File: config.mk
export PLATFORM = sky130hd
export DESIGN_NAME = i2cKeypadTop
export DESIGN_NICKNAME = d
export VERILOG_FILES = /design/src/source/i2cPkg.sv /design/src/source/i2cBitEngine.sv /design/src/source/i2cCsr.sv /design/src/source/i2cKeypadSeq.sv /design/src/source/i2cKeypadTop.sv
export SDC_FILE = /design/constraint.sdc
export NUM_CORES = 1
export LEC_CHECK = 0
export ABC_CLOCK_PERIOD_IN_PS = 5300
export BUFFER_PORTS_ARGS = -buffer_cell sky130_fd_sc_hd__buf_2
export CORE_MARGIN = 2
export CORE_UTILIZATION = 39
export DETAILED_ROUTE_END_ITERATION = 8
export PLACE_DENSITY = 0.58
export SETUP_SLACK_MARGIN = 0.2
export SYNTH_ARGS = -nofsm -noshare
export SYNTH_HDL_FRONTEND = slang
export SYNTH_SLANG_ARGS = --single-unit
File: constraint.sdc
create_clock -name iSysClk -period 5.3 [get_ports iSysClk]
set_input_delay 0.265 -clock iSysClk [delete_from_list [all_inputs] [get_ports iSysClk]]
set_output_delay 0.265 -clock iSysClk [all_outputs]
set_load 0.02 [all_outputs]
File: src/source/i2cPkg.sv
// Keypad poller shared types
`default_nettype none

package i2cPkg;

	// ------------------------------
	// Bus request and response
	// ------------------------------
	typedef struct packed {
		logic [31:0]	adrs;	// Block in 15:8, offset in 7:0
		logic [31:0]	wd;
		logic			wCke;	// One-cycle write strobe
	} usiWr_t;

	typedef struct packed {
		logic [31:0]	rd;
		logic			rEd;	// Read valid, one cycle after request
	} usiRd_t;

	// CSR write word, two ways of looking at wd
	typedef struct packed {
		logic [30:0]	rsvd;
		logic			en;
	} csrCtrlView_t;

	typedef struct packed {
		logic [15:0]	rsvd;
		logic [15:0]	div;
	} csrDivView_t;

	typedef union packed {
		csrCtrlView_t	ctrl;
		csrDivView_t	div;
	} csrWord_t;

	// ------------------------------
	// Sequencer to engine
	// ------------------------------
	typedef enum logic [1:0] {opStart, opStop, opWrite, opRead} i2cOp_t;

	typedef struct packed {
		i2cOp_t			op;
		logic [7:0]		data;	// Byte to send on opWrite
		logic			ack;	// Ninth bit driven on opRead, 0 = ACK
	} i2cCmd_t;

	typedef struct packed {
		logic [7:0]		data;	// Byte seen on the line
		logic			nack;	// Slave answer to a write
	} i2cRsp_t;

	// Register offsets
	localparam logic [7:0] csrCtrl    = 8'h00;
	localparam logic [7:0] csrDiv     = 8'h04;
	localparam logic [7:0] csrKeyPad  = 8'h80;
	localparam logic [7:0] csrSeqComp = 8'h84;

endpackage

`default_nettype wire
File: src/source/i2cBitEngine.sv
// I2C byte level engine
`timescale 1ns/1ps
`default_nettype none

module i2cBitEngine #(
	parameter int	pI2CDivClk	= 16
)(
	input  wire						iSysClk,
	input  wire						rst,
	input  wire [pI2CDivClk-1:0]	div,		// Quarter bit = div+1 cycles
	input  wire i2cPkg::i2cCmd_t	cmd,
	input  wire						cmdValid,
	output logic					cmdReady,
	output i2cPkg::i2cRsp_t			rsp,
	output logic					rspValid,
	output logic					sclOe,		// 1 pulls SCL low
	output logic					sdaOe,		// 1 pulls SDA low
	input  wire						sclIn,
	input  wire						sdaIn
);
	import i2cPkg::*;

	typedef enum logic [1:0] {sIdle, sStart, sStop, sByte} engSt_t;

	engSt_t					st;
	logic [pI2CDivClk-1:0]	divLatch;	// Divider held for the whole command
	logic [pI2CDivClk-1:0]	qCnt;
	logic [1:0]				phase;		// Quarter within a bit
	logic [3:0]				bitCnt;		// 0..7 data, 8 ack
	logic					isRead;
	logic					ackBit;
	logic [7:0]				shift;
	logic					smpBit;
	logic					nackBit;
	logic					accept;
	logic					tick;
	logic					lastQ;
	logic					bitOe;
	logic					sclNext;
	logic					sdaNext;

	// One command in flight, ready returns after the response pulse
	assign cmdReady = (st == sIdle) & ~rspValid;
	assign accept   = cmdValid & cmdReady;
	assign tick     = (st != sIdle) & (qCnt == '0);	// End of a quarter
	assign lastQ    = tick & (phase == 2'd3) & ((st != sByte) | (bitCnt == 4'd8));

	// ------------------------------
	// Command FSM
	// ------------------------------
	always_ff @(posedge iSysClk)
	begin
		if (rst)
		begin
			st       <= sIdle;
			rspValid <= 1'b0;
		end
		else
		begin
			rspValid <= lastQ;
			if (accept)
			begin
				case (cmd.op)
					opStart:	st <= sStart;
					opStop:		st <= sStop;
					default:	st <= sByte;	// Write and read share the bit timing
				endcase
			end
			else if (lastQ)
				st <= sIdle;
		end
	end

	// Quarter, phase and bit counters
	always_ff @(posedge iSysClk)
	begin
		if (rst)
		begin
			qCnt   <= '0;
			phase  <= 2'd0;
			bitCnt <= 4'd0;
		end
		else if (accept)
		begin
			qCnt   <= div;
			phase  <= 2'd0;
			bitCnt <= 4'd0;
		end
		else if (tick)
		begin
			qCnt  <= divLatch;		// Reload
			phase <= phase + 2'd1;
			if (phase == 2'd3)
				bitCnt <= bitCnt + 4'd1;
		end
		else if (st != sIdle)
			qCnt <= qCnt - 1'b1;
	end

	// ------------------------------
	// Data path
	// ------------------------------
	always_ff @(posedge iSysClk)
	begin
		if (accept)
		begin
			divLatch <= div;
			isRead   <= (cmd.op == opRead);
			ackBit   <= cmd.ack;
			shift    <= cmd.data;
		end
		else if (tick && st == sByte)
		begin
			// Sample at the middle of SCL high; a line that never rose reads as 1
			if (phase == 2'd1)
			begin
				if (bitCnt == 4'd8)
					nackBit <= sdaIn | ~sclIn;
				else
					smpBit <= sdaIn | ~sclIn;
			end
			else if (phase == 2'd3 && bitCnt != 4'd8)
				shift <= {shift[6:0], smpBit};	// MSB out, sample in
		end
	end

	assign rsp = '{data: shift, nack: nackBit};

	// SDA drive for the current bit
	always_comb
	begin
		if (bitCnt == 4'd8)
			bitOe = isRead ? ~ackBit : 1'b0;	// Master ack or release for slave
		else
			bitOe = isRead ? 1'b0 : ~shift[7];
	end

	// ------------------------------
	// Pin levels per quarter
	// ------------------------------
	always_comb
	begin
		sclNext = sclOe;	// Idle holds the lines
		sdaNext = sdaOe;
		case (st)
			sStart:
			begin
				sdaNext = (phase >= 2'd2);		// SDA falls with SCL high
				if (phase != 2'd0)
					sclNext = (phase == 2'd3);
			end
			sStop:
			begin
				sclNext = (phase == 2'd0);
				sdaNext = (phase <= 2'd1);		// SDA rises with SCL high
			end
			sByte:
			begin
				sclNext = (phase == 2'd0) | (phase == 2'd3);	// High in quarters 1 and 2
				sdaNext = bitOe;
			end
			default:
			begin
			end
		endcase
	end

	always_ff @(posedge iSysClk)
	begin
		if (rst)
		begin
			sclOe <= 1'b0;		// Bus released
			sdaOe <= 1'b0;
		end
		else
		begin
			sclOe <= sclNext;
			sdaOe <= sdaNext;
		end
	end

endmodule

`default_nettype wire

File: src/source/i2cCsr.sv
// Keypad poller register block
`timescale 1ns/1ps
`default_nettype none

module i2cCsr #(
	parameter logic [7:0]	pAdrsMap	= 8'h04,	// Compared with adrs[15:8]
	parameter int			pI2CDivClk	= 16
)(
	input  wire						iSysClk,
	input  wire						rst,
	input  wire i2cPkg::usiWr_t		usiWr,
	output i2cPkg::usiRd_t			usiRd,
	input  wire [15:0]				keyPad,		// From sequencer
	input  wire						seqComp,
	output logic					en,
	output logic [pI2CDivClk-1:0]	div
);
	import i2cPkg::*;

	logic			blockHit;
	logic [7:0]		offset;
	csrWord_t		wrWord;
	logic			wrCtrl;
	logic			wrDiv;
	logic [15:0]	keyPadSmp;
	logic			seqCompSmp;
	logic [31:0]	rdNext;
	logic [31:0]	rdReg;
	logic			rEdReg;

	// ------------------------------
	// Decode
	// ------------------------------
	assign blockHit = (usiWr.adrs[15:8] == pAdrsMap);
	assign offset   = usiWr.adrs[7:0];
	assign wrWord   = usiWr.wd;		// Same word, view picked by offset
	assign wrCtrl   = usiWr.wCke & blockHit & (offset == csrCtrl);
	assign wrDiv    = usiWr.wCke & blockHit & (offset == csrDiv);

	// Writable control registers
	always_ff @(posedge iSysClk)
	begin
		if (rst)
		begin
			en  <= 1'b0;
			div <= '1;		// Slowest clock out of reset
		end
		else
		begin
			if (wrCtrl)
				en <= wrWord.ctrl.en;
			if (wrDiv)
				div <= wrWord.div.div[pI2CDivClk-1:0];	// Upper bits dropped
		end
	end

	// Status sampled every cycle
	always_ff @(posedge iSysClk)
	begin
		if (rst)
			seqCompSmp <= 1'b0;
		else
			seqCompSmp <= seqComp;
	end

	always_ff @(posedge iSysClk)
		keyPadSmp <= keyPad;

	// ------------------------------
	// Read back
	// ------------------------------
	always_comb
	begin
		case (offset)
			csrCtrl:	rdNext = {31'd0, en};
			csrDiv:		rdNext = {{(32 - pI2CDivClk){1'b0}}, div};
			csrKeyPad:	rdNext = {16'd0, keyPadSmp};
			csrSeqComp:	rdNext = {31'd0, seqCompSmp};
			default:	rdNext = 32'd0;		// Unmapped reads as zero
		endcase
	end

	always_ff @(posedge iSysClk)
		rdReg <= rdNext;

	// Any block hit answers, writes included
	always_ff @(posedge iSysClk)
	begin
		if (rst)
			rEdReg <= 1'b0;
		else
			rEdReg <= blockHit;
	end

	assign usiRd = '{rd: rdReg, rEd: rEdReg};

endmodule

`default_nettype wire

File: src/source/i2cKeypadSeq.sv
// Keypad polling sequencer
`timescale 1ns/1ps
`default_nettype none

module i2cKeypadSeq #(
	parameter logic [6:0]	pKeypadAdrs	= 7'h27
)(
	input  wire						iSysClk,
	input  wire						rst,
	input  wire						en,
	output i2cPkg::i2cCmd_t			cmd,
	output logic					cmdValid,
	input  wire						cmdReady,
	input  wire i2cPkg::i2cRsp_t	rsp,
	input  wire						rspValid,
	output logic [15:0]				keyPad,
	output logic					seqComp
);
	import i2cPkg::*;

	typedef enum logic [2:0] {sIdle, sStart, sAdrs, sRdHi, sRdLo, sStop} seqSt_t;

	seqSt_t			st;
	logic			waitRsp;	// Command taken, response pending
	logic			keyOk;		// Address acked this round
	logic [15:0]	keyAsm;
	logic			commit;

	assign cmdValid = (st != sIdle) & ~waitRsp;
	assign commit   = rspValid & (st == sStop) & keyOk;

	// Command per state, steady while waiting for ready
	always_comb
	begin
		cmd = '{op: opStart, data: 8'h00, ack: 1'b1};
		case (st)
			sAdrs:
			begin
				cmd.op   = opWrite;
				cmd.data = {pKeypadAdrs, 1'b1};	// Read bit
			end
			sRdHi:
			begin
				cmd.op  = opRead;
				cmd.ack = 1'b0;		// More to come
			end
			sRdLo:
				cmd.op = opRead;	// Last byte gets nack
			sStop:
				cmd.op = opStop;
			default:
			begin
			end
		endcase
	end

	// ------------------------------
	// Transaction FSM
	// ------------------------------
	always_ff @(posedge iSysClk)
	begin
		if (rst)
		begin
			st      <= sIdle;
			waitRsp <= 1'b0;
			keyOk   <= 1'b0;
		end
		else
		begin
			if (cmdValid && cmdReady)
				waitRsp <= 1'b1;
			else if (rspValid)
				waitRsp <= 1'b0;

			if (rspValid)
			begin
				case (st)
					sStart:	st <= sAdrs;
					sAdrs:
					begin
						keyOk <= ~rsp.nack;
						st    <= rsp.nack ? sStop : sRdHi;	// No slave, close out
					end
					sRdHi:	st <= sRdLo;
					sRdLo:	st <= sStop;
					sStop:	st <= en ? sStart : sIdle;		// Round ends on stop
					default: st <= sIdle;
				endcase
			end
			else if (st == sIdle && en)
				st <= sStart;
		end
	end

	// Byte assembly
	always_ff @(posedge iSysClk)
	begin
		if (rspValid && st == sRdHi)
			keyAsm[15:8] <= rsp.data;
		if (rspValid && st == sRdLo)
			keyAsm[7:0] <= rsp.data;
	end

	// Result and completion flag
	always_ff @(posedge iSysClk)
	begin
		if (rst)
		begin
			keyPad  <= 16'd0;
			seqComp <= 1'b0;
		end
		else
		begin
			if (commit)
				keyPad <= keyAsm;
			if (!en)
				seqComp <= 1'b0;
			else if (commit)
				seqComp <= 1'b1;
		end
	end

endmodule

`default_nettype wire

File: src/source/i2cKeypadTop.sv
// I2C keypad poller top
`timescale 1ns/1ps
`default_nettype none

module i2cKeypadTop #(
	parameter logic [7:0]	pAdrsMap	= 8'h04,
	parameter int			pI2CDivClk	= 16,
	parameter logic [6:0]	pKeypadAdrs	= 7'h27
)(
	input  wire						iSysClk,
	input  wire						rst,
	input  wire i2cPkg::usiWr_t		usiWr,
	output i2cPkg::usiRd_t			usiRd,
	output logic					sclOe,
	output logic					sdaOe,
	input  wire						sclIn,
	input  wire						sdaIn
);
	import i2cPkg::*;

	// ------------------------------
	// Internal wiring
	// ------------------------------
	logic					en;
	logic [pI2CDivClk-1:0]	div;
	logic [15:0]			keyPad;
	logic					seqComp;
	i2cCmd_t				cmd;
	logic					cmdValid;
	logic					cmdReady;
	i2cRsp_t				rsp;
	logic					rspValid;

	i2cCsr #(
		.pAdrsMap	(pAdrsMap),
		.pI2CDivClk	(pI2CDivClk)
	) i_csr (
		.iSysClk	(iSysClk),
		.rst		(rst),
		.usiWr		(usiWr),
		.usiRd		(usiRd),
		.keyPad		(keyPad),
		.seqComp	(seqComp),
		.en			(en),
		.div		(div)
	);

	i2cKeypadSeq #(
		.pKeypadAdrs	(pKeypadAdrs)
	) i_seq (
		.iSysClk	(iSysClk),
		.rst		(rst),
		.en			(en),
		.cmd		(cmd),
		.cmdValid	(cmdValid),
		.cmdReady	(cmdReady),
		.rsp		(rsp),
		.rspValid	(rspValid),
		.keyPad		(keyPad),
		.seqComp	(seqComp)
	);

	i2cBitEngine #(
		.pI2CDivClk	(pI2CDivClk)
	) i_engine (
		.iSysClk	(iSysClk),
		.rst		(rst),
		.div		(div),
		.cmd		(cmd),
		.cmdValid	(cmdValid),
		.cmdReady	(cmdReady),
		.rsp		(rsp),
		.rspValid	(rspValid),
		.sclOe		(sclOe),
		.sdaOe		(sdaOe),
		.sclIn		(sclIn),
		.sdaIn		(sdaIn)
	);

endmodule

`default_nettype wire

==> After elaboration in Yosys (flattened, before gate mapping) <==
Index checks and enable logic that the tools add are counted.
{ "op_classes": {"addsub": 3, "n_lt_le_gt_ge": 2, "eq_ne": 21, "muxes": 27, "n_bitwise": 23, "n_reduce_logical": 31} }
{ "ops": {"columns": ["operator", "count"], "rows": [
  ["16-bit one-hot mux with 4 select lines", 1],
  ["16-bit two-way mux", 3],
  ["8-bit two-way mux", 4],
  ["8-bit by 3-bit == test with 1-bit output, second input constant", 2],
  ["8-bit == test, second input constant", 2],
  ["16-bit zero test", 1],
  ["16-bit by 1-bit subtractor with 16-bit output, second input constant", 1],
  ["3-bit one-hot mux with 5 select lines", 1],
  ["2-bit nonzero test", 7],
  ["1-bit bitwise AND", 11],
  ["3-bit two-way mux", 3],
  ["1-bit NOT", 9],
  ["3-bit nonzero test", 3],
  ["2-bit == test, second input constant", 4],
  ["8-bit zero test", 1],
  ["1-bit two-way mux", 8],
  ["4-bit AND reduction", 2],
  ["7-bit two-way mux", 1],
  ["2-bit by 1-bit == test with 1-bit output, second input constant", 3],
  ["3-bit by 2-bit == test with 1-bit output, second input constant", 2],
  ["3-bit == test, second input constant", 2],
  ["1-bit logical AND", 6],
  ["2-bit zero test", 3],
  ["1-bit one-hot mux with 3 select lines", 2],
  ["17 further kinds", 25]
]} }
{ "word_totals": {"register_bits": 144, "input_bits": 69, "output_inout_bits": 35, "elab_cells": 133} }

==> Longest topological paths before layout <==
Gate-level depths: netlist of the first run.
{ "logic_depth": {"ltp_word": 6, "mapped_depth": 9, "mapped_depth_nobuf": 7} }

==> Cells and area by module <==
Synthesis of the first run repeated with hierarchy kept, for this count alone.
{ "unflattened": {"cells_unflattened": 605, "hier_area_um2": 6284.8} }
{ "modules_own_cells": {"columns": ["mod", "instances", "cells_per_inst", "area_each_um2", "seq_area_each_um2"], "rows": [
  ["i2cBitEngine", 1, 308, 2954.1, 1381.3],
  ["i2cCsr", 1, 158, 1773.0, 1021.0],
  ["i2cKeypadSeq", 1, 139, 1557.7, 920.9]
]} }

==> Worst setup path after synthesis of the first run <==
No wires, ideal clock.
{ "synth_path": {"path_type": "register to register", "startpoint": "reg i_engine.qCnt[7]", "endpoint": "reg i_engine.shift[0] (enable)", "setup_time_ps": 387, "arrival_ps": 2128, "required_time_ps": 4913, "slack_ps": 2786, "stages_incl_launch_ff": 6, "path_buffers": 1, "period_less_slack_ps": 2514, "cell_sequence": "dfxtp_1 > or4_4 > nor2_1 > buf_2 > nand3_1 > o31ai_1"} }
{ "synth_between": {"elab_chain_len": 5} }
{ "synth_rtl": {"columns": ["item", "line", "rtl"], "rows": [
  ["start, declared", "i2cBitEngine.sv:27", "logic [pI2CDivClk-1:0] qCnt;"],
  ["start signal, assigned", "i2cBitEngine.sv:85", "qCnt <= div;"],
  ["start signal, assigned", "i2cBitEngine.sv:91", "qCnt <= divLatch;"],
  ["start signal, assigned", "i2cBitEngine.sv:97", "qCnt <= qCnt - 1'b1;"],
  ["16-bit zero test", "i2cBitEngine.sv:45", "assign tick = (st != sIdle) & (qCnt == '0);"],
  ["1-bit bitwise AND", "i2cBitEngine.sv:45", null],
  ["1-bit logical AND", "i2cBitEngine.sv:112", "else if (tick && st == sByte)"],
  ["2-bit nonzero test (no source line)", null, null],
  ["3-bit AND reduction (no source line)", null, null],
  ["end signal, assigned", "i2cBitEngine.sv:110", "shift <= cmd.data;"],
  ["end signal, assigned", "i2cBitEngine.sv:123", "shift <= {shift[6:0], smpBit};"],
  ["end, declared", "i2cBitEngine.sv:32", "logic [7:0] shift;"]
]} }
No other way between the ends.
A chain may end at the register's enable or synchronous reset.

==> Final worst setup path of the first run <==
{ "layout_path": {"startpoint": "reg i_engine.qCnt[7]", "endpoint": "reg i_engine.nackBit (enable)"} }
{ "layout_between": {"elab_chain_len": 4} }
{ "layout_rtl": {"columns": ["item", "line", "rtl"], "rows": [
  ["16-bit zero test", "i2cBitEngine.sv:45", null],
  ["1-bit bitwise AND", "i2cBitEngine.sv:45", null],
  ["1-bit logical AND", "i2cBitEngine.sv:112", null],
  ["4-bit AND reduction (no source line)", null, null],
  ["end signal, assigned", "i2cBitEngine.sv:118", "nackBit <= sdaIn | ~sclIn;"],
  ["end, declared", "i2cBitEngine.sv:34", "logic nackBit;"]
]} }
No other way between the ends.

==> results.sh, run 1 <==
export IMPL_setup_tns_final_ns=0
export IMPL_wire_per_inst_um=16.3
export IMPL_cts_made_buffers=17
export IMPL_wl_um=12800
export IMPL_layout_common_cells="dfxtp_1 (100), buf_2 (55), nand2_1 (52), a21oi_1 (44), edfxtp_1 (44)"
export IMPL_ir_drop_mv=0.234
export IMPL_cp_max_fo=19
export IMPL_design_area_mm2=0.00667
export IMPL_antenna_found_initial=0
export IMPL_crit_type="reg -> reg"
export IMPL_final_nets=662
export IMPL_ys_seq_elements=144
export IMPL_post_route_period_util=0.573
export IMPL_core_mm2=0.0145
export IMPL_syn2layout_area_growth_pct=14.8
export IMPL_slew_violations=0
export IMPL_ys_seq_area_frac=0.572
export IMPL_slew_headroom=0.188
export IMPL_grt_max_degree=67
export IMPL_vias=4104
export IMPL_drive_gt1_frac=0.171
export IMPL_grtUsageMet1=0.214
export IMPL_cts_tree="yes"
export IMPL_drtAntennaViolNets=0
export IMPL_use_met3=0.0455
export IMPL_synthesis_area_mm2=0.00581
export IMPL_die_area_mm2=0.0159
export IMPL_grt_pass1_vias=3974
export IMPL_fin_crit_ns=3.04
export IMPL_postCtsResizedCells=0
export IMPL_crit_start="i_engine.qCnt[7]"
export IMPL_die_width_um=126
export IMPL_busiest_layer="met2"
export IMPL_fin_ws_ns=2.26
export IMPL_pre_cts_slack_ns=2.28
export IMPL_cts_sinks=144
export IMPL_synth_area_per_cell_um2=10.7
export IMPL_hold_viol_final=0
export IMPL_synth_ff_type="dfxtp_1"
export IMPL_async_flop_share=0
export IMPL_fin_worst_skew_ns=0.00564
export IMPL_cts_clk_slew_worst_paths_ns=0.06
export IMPL_tightest_slew_ns=1.21
export IMPL_clockBufferDepth=2
export IMPL_via_per_inst=5.25
export IMPL_clock_latency_ns=0.41
export IMPL_rows=44
export IMPL_drt_first_pass_iters=4
export IMPL_worstHoldPathType="in -> reg"
export IMPL_synth_cells=542
export IMPL_start_kind="register"
export IMPL_crit_required_ns=5.40
export IMPL_io_buffer_count=55
export IMPL_cellPowerDensity_mw_per_mm2=342
export IMPL_place_gp_congestion=0.759
export IMPL_die_h_um=126
export IMPL_pin_count=104
export IMPL_reg2reg_from="i_engine.qCnt[7]"
export IMPL_min_delay_start="usiWr[2]"
export IMPL_ctsHoldBuffers=0
export IMPL_yosys_warnings=0
export IMPL_start_util=0.400
export IMPL_diodes=0
export IMPL_outcome="finished clean"
export IMPL_track_usage=0.167
export IMPL_synth_edf_count=44
export IMPL_use_met2=0.276
export IMPL_cellLeakagePower_nw=2.50
export IMPL_drc=0
export IMPL_drt_iter0_markers=170
export IMPL_crit_arrival_ns=3.14
export IMPL_htree_levels=4
export IMPL_grt_ovfl_total=0
export IMPL_fmax_mhz=329
export IMPL_layout_commonest_cell="dfxtp_1"
export IMPL_setup_viol=0
export IMPL_endpoint_kind="register"
export IMPL_root_buffer="clkbuf_16"
export IMPL_grt_pass1_wl_um=20800
export IMPL_dp_hpwl_um=8350
export IMPL_synth_distinct_cells=64
export IMPL_dpl_cell_area_mm2=0.00611
export IMPL_drv_cap=0
export IMPL_rsz0062_at_grt="no"
export IMPL_post_cts_buffers=0
-- kinds of logic after synthesis --
kind of cell,count (synthesis),synth area share
xor gates and xnor gates,16,0.0241
adders and majority gates,8,0.0172
DFF,144,0.572
buffers and inverters,62,0.0581
and+or+nand+nor,191,0.178
AOI/OAI and AO/OA,118,0.144
muxes,2,0.00560
other,1,0.000646
-- flip-flops by register name (all words and copies together) (netlist names), 3 cells and up --
register / count
i_csr.div: 16
i_csr.keyPadSmp: 16
i_csr.rdReg: 16
i_engine.bitCnt: 4
i_engine.divLatch: 16
i_engine.qCnt: 16
i_engine.shift: 8
i_seq.keyAsm: 16
i_seq.keyPad: 16
i_seq.st: 3
-- cells in the mapped netlist, drive strengths merged (7+ instances only) --
library cell  instances  share of area
a211o                16          0.024
a21oi                44          0.038
a22o                 15          0.023
and3                 16          0.017
buf                  32          0.039
clkbuf               18          0.012
dfxtp               100           0.34
edfxtp               44           0.23
ha                    8          0.017
inv                  12         0.0078
nand2                53          0.035
nand2b                7         0.0075
nand3                 7         0.0060
nor2                 38          0.025
nor2b                19          0.020
nor3                 12          0.011
nor4                  7          0.013
o32ai                 9          0.015
xnor2                13          0.020
-- through the flow --
step	util	power, mW	hold slack (ns)	std cells
after floorplan	-	1.18	0.331	557
after global placement	0.421	1.19	0.335	750
after detailed placement	0.421	1.19	0.336	750
after CTS	0.459	2.30	0.0355	782
after global routing	0.459	2.35	0.0364	782
final	0.459	2.28	0.0490	782
-- path summary, 6_finish.rpt --
check	endpoint	slack, ns	depth (start not counted)
max	i_engine.nackBit	2.26	5
min	i_csr.div[1]	0.05	2
max reg2reg	i_engine.nackBit	2.26	5
min reg2reg	i_csr.keyPadSmp[8]	0.35	0
-- where the power goes --
part,leakage [nW],switching [mW],internal (mW)
combinational,1.06,0.0262,0.0133
clock,0.259,0.440,0.669
sequential,1.18,0.000107,1.13
-- layout make-up --
type,instances,area (um2)
repair buffers,59,305
inverters,12,45.0
clock inverters,10,87.6
well taps,184,230
clock buffers,22,465
fillers,1385,7870
multi-input cells,351,2210
flip-flops and latches,144,3320
-- per-layer routing --
layer | wire length, um | up-vias
met2 | 6160 | 109
met5 | 0 | -
met3 | 561 | 15
met4 | 191 | 0
li1 | - | 2002
met1 | 5850 | 1978
-- critical path: stages (launching register included) --
cell     delay, ns
dfxtp_1       0.36
or4_4         0.57
nor2_1        0.62
and2_1        0.79
nand2_1       0.15
nor3_1        0.22
No activity file was read; power rests on OpenSTA's default activity.
==> inputs of run 2 (changes only) <==
- ABC_AREA: not set -> 1
- ABC_CLOCK_PERIOD_IN_PS: 5300 -> 2600
- PLACE_DENSITY: 0.58 -> 0.6
- clock period: 5.3 -> 2.6 ns (I/O delays scaled with it)
==> run 2 against run 1 <==
  * Combinational power grew to 3.1 times the previous value
  * Critical path depth is 6 higher
  * Wire length is 4.4% higher
  * Sequential share of layout area is 3.2 points lower
  * Worst setup slack worse by 1.9 ns
  * Core utilization is 1.5 points higher
  * Clock skew is 0.00099 ns lower
  * The flow now finishes with violations (hold timing)
  * Synthesized area is 1.9% higher
  * Final area is 6.8% higher
  * Register-to-register slack worse by 1.9 ns
  * Highest routed layer unchanged
  * Power is 110% higher
==> results.sh, run 2 <==
export IMPL_cts_made_buffers=17
export IMPL_ys_seq_elements=144
export IMPL_drc=0
export IMPL_crit_arrival_ns=2.56
export IMPL_finish_utilization=0.474
export IMPL_design_area_mm2=0.00712
export IMPL_p_sw_frac=0.198
export IMPL_die_area_mm2=0.0162
export IMPL_worstHoldPathType="in -> reg"
export IMPL_drt_iter0_markers=306
export IMPL_place_gp_congestion=0.889
export IMPL_synth_area_per_cell_um2=8.92
export IMPL_violations="hold timing"
export IMPL_fin_crit_ns=2.22
export IMPL_endpoint_kind="register"
export IMPL_pwr_share_clk=0.498
export IMPL_finalPower_mw=4.83
export IMPL_synth_edf_count=44
export IMPL_ir_drop_mv=0.471
export IMPL_tightest_slew_ns=0.700
export IMPL_cellLeakagePower_nw=3.05
export IMPL_wl_um=13300
export IMPL_die_h_um=127
export IMPL_cts_tree="yes"
export IMPL_io_buffer_count=55
export IMPL_wire_per_inst_um=14.1
export IMPL_slew_violations=0
export IMPL_dp_hpwl_um=9230
export IMPL_ys_top_cells_by_count="dfxtp_1 (100), inv_1 (84), nor2_1 (84), nand2_1 (81), o21ai_0 (62)"
export IMPL_pin_count=104
export IMPL_post_cts_buffers=0
export IMPL_synthTopCellsByArea="dfxtp_1 (34%), edfxtp_1 (22%), inv_1 (5.3%)"
export IMPL_yosys_warnings=0
export IMPL_synth_distinct_cells=39
export IMPL_drt_first_pass_iters=5
export IMPL_dpl_cell_area_mm2=0.00629
export IMPL_grt_pass1_vias=4483
export IMPL_cellPowerDensity_mw_per_mm2=679
export IMPL_final_nets=820
export IMPL_yosys_area_top_type_share=0.338
export IMPL_rsz0062_at_grt="no"
export IMPL_setup_tns_final_ns=0
export IMPL_post_layout_nonfiller_instances=944
export IMPL_ys_seq_area_frac=0.561
export IMPL_layout_commonest_cell="dfxtp_1"
export IMPL_root_buffer="clkbuf_16"
export IMPL_via_per_inst=4.88
export IMPL_grt_ovfl_total=0
export IMPL_synth_cells=664
export IMPL_hold_viol_final=1
export IMPL_vias=4603
export IMPL_synthesis_area_mm2=0.00592
export IMPL_synth_most_common_cell="dfxtp_1"
export IMPL_crit_type="in -> reg"
export IMPL_track_usage=0.173
export IMPL_diodes=0
export IMPL_clockBufferDepth=2
export IMPL_drive_gt1_frac=0.155
export IMPL_drtAntennaViolNets=0
export IMPL_cp_max_fo=28
export IMPL_crit_required_ns=2.94
export IMPL_power_frac_comb=0.025
export IMPL_internal_power_mw=3.88
export IMPL_power_switching_uw=959
export IMPL_fin_worst_skew_ns=0.00465
export IMPL_post_route_period_util=0.855
export IMPL_outcome="complete, but fails checks"
export IMPL_syn2layout_area_growth_pct=20.2
export IMPL_drv_cap=0
export IMPL_rows=45
export IMPL_die_width_um=127
export IMPL_cts_sinks=144
export IMPL_grt_max_degree=40
export IMPL_fmax_mhz=450
export IMPL_synth_ff_type="dfxtp_1"
export IMPL_cts_clk_slew_worst_paths_ns=0.06
export IMPL_async_flop_share=0
export IMPL_antenna_found_initial=0
export IMPL_clock_latency_ns=0.42
export IMPL_dp_cells=891
export IMPL_layout_common_cells="dfxtp_1 (100), inv_1 (84), nor2_1 (84), nand2_1 (81), o21ai_0 (62)"
export IMPL_start_util=0.394
export IMPL_grt_pass1_wl_um=21700
export IMPL_core_mm2=0.0150
export IMPL_slew_headroom=0.531
export IMPL_setup_viol=0
export IMPL_p_seq_frac=0.476
export IMPL_htree_levels=4
export IMPL_start_kind="primary input"
export IMPL_hold_slack_ns=-0.000171
export IMPL_yosysTopAreaCell="dfxtp_1"
[run 2: changes by cell type in the layout (fill, tap and decap cells not counted), moves of 8 or more]
cell	previous run	this run
and3_1	16	0
xnor2_1	13	1
o21ai_0	4	62
nand2_1	52	81
nor2_1	38	84
o32ai_1	8	0
a22o_1	15	0
inv_1	11	84
nor2b_1	19	0
a211o_1	16	0
dlygate4sd3_1	0	21
nand3_1	7	46
[run 2: area by class of cell]
type,count,area (um2)
Clock buffer,26,574
Multi-Input combinational cell,408,2070
Tap cell,188,235
Inverter,88,330
Sequential cell,144,3320
Timing Repair Buffer,84,549
Clock inverter,6,35.0
Fill cell,1403,7910
[run 2: critical path: stages]
cell           delay [ns]
dlygate4sd3_1        0.53
buf_2                0.12
nor2_1               0.08
dlygate4sd3_1        0.56
nand2_1              0.06
nor2_1               0.27
nand3_1              0.17
inv_1                0.14
buf_6                0.23
a21oi_1              0.14
o21ai_0              0.12
[run 2: cells by family (layout without fill, tap and decap cells)]
family	Yosys count	after routing	synth area share
other cells	1	16	0.000633
compound gates	132	132	0.122
buf+inv	127	204	0.0993
flops	144	144	0.561
simple gates	247	247	0.193
xor+xnor	5	5	0.00739
fa+ha+maj	8	8	0.0169
[run 2: final timing paths]
check	to	start	slack, ns	cells after the start
worst max-delay path	i_csr.div[4]	usiWr[45]	0.38	11
worst min-delay path	i_csr.rEdReg	usiWr[44]	-0.0002	3
worst max register to register	i_engine.shift[3]	i_engine.st[0]	0.40	9
worst min register to register	i_csr.keyPadSmp[8]	i_seq.keyPad[8]	0.35	0
[run 2: stage by stage]
stage	hold WS [ns]	setup WS (ns)
2_1_floorplan	0.243	0.437
3_3_place_gp	0.336	0.550
3_5_place_dp	0.340	0.453
4_1_cts	0.0891	0.260
5_1_grt	0.0126	0.245
6_report	-0.000171	0.376
[run 2: power groups by stage]
stage | Sequential, mW | Combinational [mW] | Clock, mW
finish | 2.30 | 0.123 | 2.41
detailed placement | 2.35 | 0.0980 | 0
floorplan | 2.35 | 0.0718 | 0
global placement | 2.35 | 0.0970 | 0
global route | 2.30 | 0.136 | 2.56
CTS | 2.30 | 0.122 | 2.45
[run 2: layer usage]
| layer | vias up | share of wire | track usage |
|---|---|---|---|
| li1 | 2324 | - | - |
| met1 | 2138 | 0.46 | 0.214 |
| met2 | 123 | 0.48 | 0.293 |
| met3 | 18 | 0.045 | 0.0482 |
| met4 | 0 | 0.016 | 0.0601 |
| met5 | - | 0 | 0 |
[run 2: what timing repair did]
item                                    in CTS  in global routing
hold buffers                                22                  0
endpoints found under the setup margin       0                  2
resized for setup                            0                  2
endpoints found under the hold margin       19                  0
==> inputs of run 3 (changes only) <==
--- a/config.mk
+++ b/config.mk
@@ -9,10 +9,13 @@
 export ABC_CLOCK_PERIOD_IN_PS = 2600
 export BUFFER_PORTS_ARGS = -buffer_cell sky130_fd_sc_hd__buf_2
+export CELL_PAD_IN_SITES_DETAIL_PLACEMENT = 0
+export CELL_PAD_IN_SITES_GLOBAL_PLACEMENT = 1
 export CORE_MARGIN = 2
-export CORE_UTILIZATION = 39
+export CORE_UTILIZATION = 38
 export DETAILED_ROUTE_END_ITERATION = 8
-export PLACE_DENSITY = 0.6
+export PLACE_DENSITY = 0.75
 export SETUP_SLACK_MARGIN = 0.2
 export SYNTH_ARGS = -nofsm -noshare
 export SYNTH_HDL_FRONTEND = slang
+export SYNTH_HIERARCHICAL = 1
 export SYNTH_SLANG_ARGS = --single-unit
==> constraint.sdc (replaced) <==
create_clock -name iSysClk -period 2.6 [get_ports iSysClk]
set_input_delay 0 -clock iSysClk [delete_from_list [all_inputs] [get_ports iSysClk]]
set_output_delay 0 -clock iSysClk [all_outputs]
set_load 0.02 [all_outputs]
==> run 3 against run 2 <==
  * The flow now finishes without violations
  * Sequential share of layout area shrank 2.5 points
  * Non-clock buffer count grew 3
  * Synthesized cell count grew 16%
  * Critical path depth shrank 2
  * Wire length grew 9.8%
  * Largest cell class unchanged
  * Largest power group is now sequential cells
  * Highest routed layer unchanged
==> results.sh, run 3 <==
export IMPL_die_width_um=134
export IMPL_antenna_found_initial=0
export IMPL_n_fill_cell=1666
export IMPL_track_usage=0.169
export IMPL_min_delay_start="usiWr[40]"
export IMPL_post_route_period_util=0.823
export IMPL_dpl_cell_area_mm2=0.00673
export IMPL_die_h_um=134
export IMPL_cts_tree="yes"
export IMPL_post_cts_buffers=0
export IMPL_hold_viol_final=0
export IMPL_final_nets=922
export IMPL_worstHoldPathType="in -> reg"
export IMPL_synthTopCellsByArea="dfxtp_1 (31%), edfxtp_1 (21%), nand2_1 (11%)"
export IMPL_htree_levels=4
export IMPL_wire_per_inst_um=13.6
export IMPL_yosysTopAreaCell="dfxtp_1"
export IMPL_fin_crit_ns=2.14
export IMPL_grt_max_degree=29
export IMPL_core_mm2=0.0165
export IMPL_wl_um=14600
export IMPL_ir_drop_mv=0.481
export IMPL_layout_commonest_cell="nand2_1"
export IMPL_crit_start="i_engine/qCnt[0]"
export IMPL_start_util=0.388
export IMPL_fin_worst_skew_ns=0.0124
export IMPL_start_kind="register"
export IMPL_design_area_mm2=0.00752
export IMPL_cts_clk_slew_worst_paths_ns=0.06
export IMPL_worst_path_most_repeated_cell="nor2_4"
export IMPL_io_buffer_count=55
export IMPL_grt_pass1_wl_um=23600
export IMPL_rows=47
export IMPL_drive_gt1_frac=0.154
export IMPL_grt_ovfl_total=0
export IMPL_drv_cap=0
export IMPL_yosys_warnings=6
export IMPL_grt_pass1_vias=4692
export IMPL_layout_common_cells="nand2_1 (196), dfxtp_1 (100), nor2_1 (89), nand3_1 (69), inv_1 (63)"
export IMPL_synth_edf_count=44
export IMPL_cellLeakagePower_nw=3.38
export IMPL_slew_violations=0
export IMPL_yosys_area_top_type_share=0.312
export IMPL_synth_area_per_cell_um2=8.31
export IMPL_clock_latency_ns=0.42
export IMPL_crit_arrival_ns=2.27
export IMPL_synth_cells=772
export IMPL_postCtsResizedCells=0
export IMPL_drtAntennaViolNets=0
export IMPL_slew_headroom=0.553
export IMPL_tightest_slew_ns=0.669
export IMPL_synth_most_common_cell="nand2_1"
export IMPL_ys_seq_area_frac=0.518
export IMPL_cts_made_buffers=17
export IMPL_async_flop_share=0
export IMPL_dp_hpwl_um=10300
export IMPL_finalPower_mw=4.73
export IMPL_drt_iter0_markers=348
export IMPL_max_stage_delay_ns=0.31
export IMPL_fmax_mhz=467
export IMPL_vias=5024
export IMPL_via_per_inst=4.66
export IMPL_endpoint_kind="register"
export IMPL_ys_top_cells_by_count="nand2_1 (196), dfxtp_1 (100), nor2_1 (89), nand3_1 (69), inv_1 (63)"
export IMPL_cts_sinks=144
export IMPL_cellPowerDensity_mw_per_mm2=629
export IMPL_synth_distinct_cells=42
export IMPL_rsz0062_at_grt="no"
export IMPL_crit_family="simple AND/OR/NAND/NOR gates"
export IMPL_drt_first_pass_iters=5
export IMPL_crit_type="reg -> reg"
export IMPL_die_area_mm2=0.0179
export IMPL_root_buffer="clkbuf_16"
export IMPL_drc=0
export IMPL_path_buf_inv=3
export IMPL_place_gp_congestion=0.807
export IMPL_crit_required_ns=2.73
export IMPL_synthesis_area_mm2=0.00641
export IMPL_worstPathCellList="inv_1 -> ha_1 -> nand3_2 -> nor2_4 -> nand2_4 -> nor2_4 -> inv_2 -> o31ai_2 -> buf_4"
export IMPL_syn2layout_area_growth_pct=17.3
export IMPL_clockBufferDepth=2
export IMPL_ys_seq_elements=144
export IMPL_setup_viol=0
export IMPL_setup_tns_final_ns=0
export IMPL_reg2reg_from="i_engine/qCnt[0]"
export IMPL_synth_ff_type="dfxtp_1"
export IMPL_crit_slowest_cell="dfxtp_1"
export IMPL_diodes=0
export IMPL_outcome="finished clean"
export IMPL_pin_count=104
export IMPL_cp_max_fo=15
## run 3: cell count changes in the layout (fill, tap and decap cells not counted), sizes merged, moves of 8 or more
cell | previous run | this run
nand2 | 83 | 203
nand3 | 51 | 73
nand4 | 3 | 20
o21ai | 65 | 48
inv | 89 | 77
nor2 | 90 | 102
o22ai | 11 | 0
clkbuf | 26 | 18
## run 3: cell type report
cell class	instances	area, um2	area share
sequential	144	3320	0.442
multi-input combinational	523	2510	0.334
timing repair buffer	87	573	0.0762
clock buffer	18	429	0.0571
inverter	73	282	0.0374
tap	220	275	0.0366
clock inverter	14	131	0.0175
## run 3: report_power, final
part           switching, mW  internal [mW]
combinational         0.0806         0.0517
sequential          0.000236           2.30
clock                  0.966           1.33
total                   1.05           3.68
## run 3: repair_timing
action	4_1_cts	5_1_grt
endpoints found under the setup margin	0	0
hold buffers	23	0
hold endpoints to repair	35	0
## run 3: tightest hold or removal path, cell delays in order
cell and delay (ns):
buf_2 0.10, nand2_1 0.07, nor2_2 0.13, nand3_1 0.10, nand2_1 0.04
## run 3: path summary, 6_finish.rpt
| check | depth (start not counted) | slack [ns] | to |
|---|---|---|---|
| setup reg to reg | 9 | 0.46 | i_engine/shift[3] |
| hold / removal | 5 | 0.08 | i_csr/rdReg[12] |
| setup / recovery | 9 | 0.46 | i_engine/shift[3] |
| hold reg to reg | 0 | 0.35 | i_csr/keyPadSmp[4] |
## run 3: logic make-up (layout without fill, tap and decap cells)
family | after synthesis | in the layout | share of synthesized area
buffers and inverters | 122 | 192 | 0.100
DFF | 144 | 144 | 0.518
and+or+nand+nor | 407 | 407 | 0.288
AOI/OAI and AO/OA | 86 | 86 | 0.0726
xor gates and xnor gates | 4 | 4 | 0.00546
adders and majority gates | 7 | 7 | 0.0137
other | 2 | 19 | 0.00117
## run 3: stage by stage
step | std cells | utilization | hold slack, ns | worst slack (ns)
finish | 1079 | 0.455 | 0.0785 | 0.460
global route | 1079 | 0.455 | 0.0991 | 0.259
CTS | 1079 | 0.455 | 0.0595 | 0.428
detailed placement | 1024 | 0.407 | 0.270 | 0.434
global placement | 1024 | 0.407 | 0.269 | 0.463
floorplan | 789 | - | 0.0691 | 0.569
## run 3: per-layer routing
layer  up-vias  share of wire  GRT usage  wire length, um
met5         -              0          0                0
met4         0          0.015     0.0544              218
met3        12          0.034     0.0348              496
met2        97           0.48      0.279             7000
met1      2291           0.47      0.223             6910
li1       2624              -          -                -
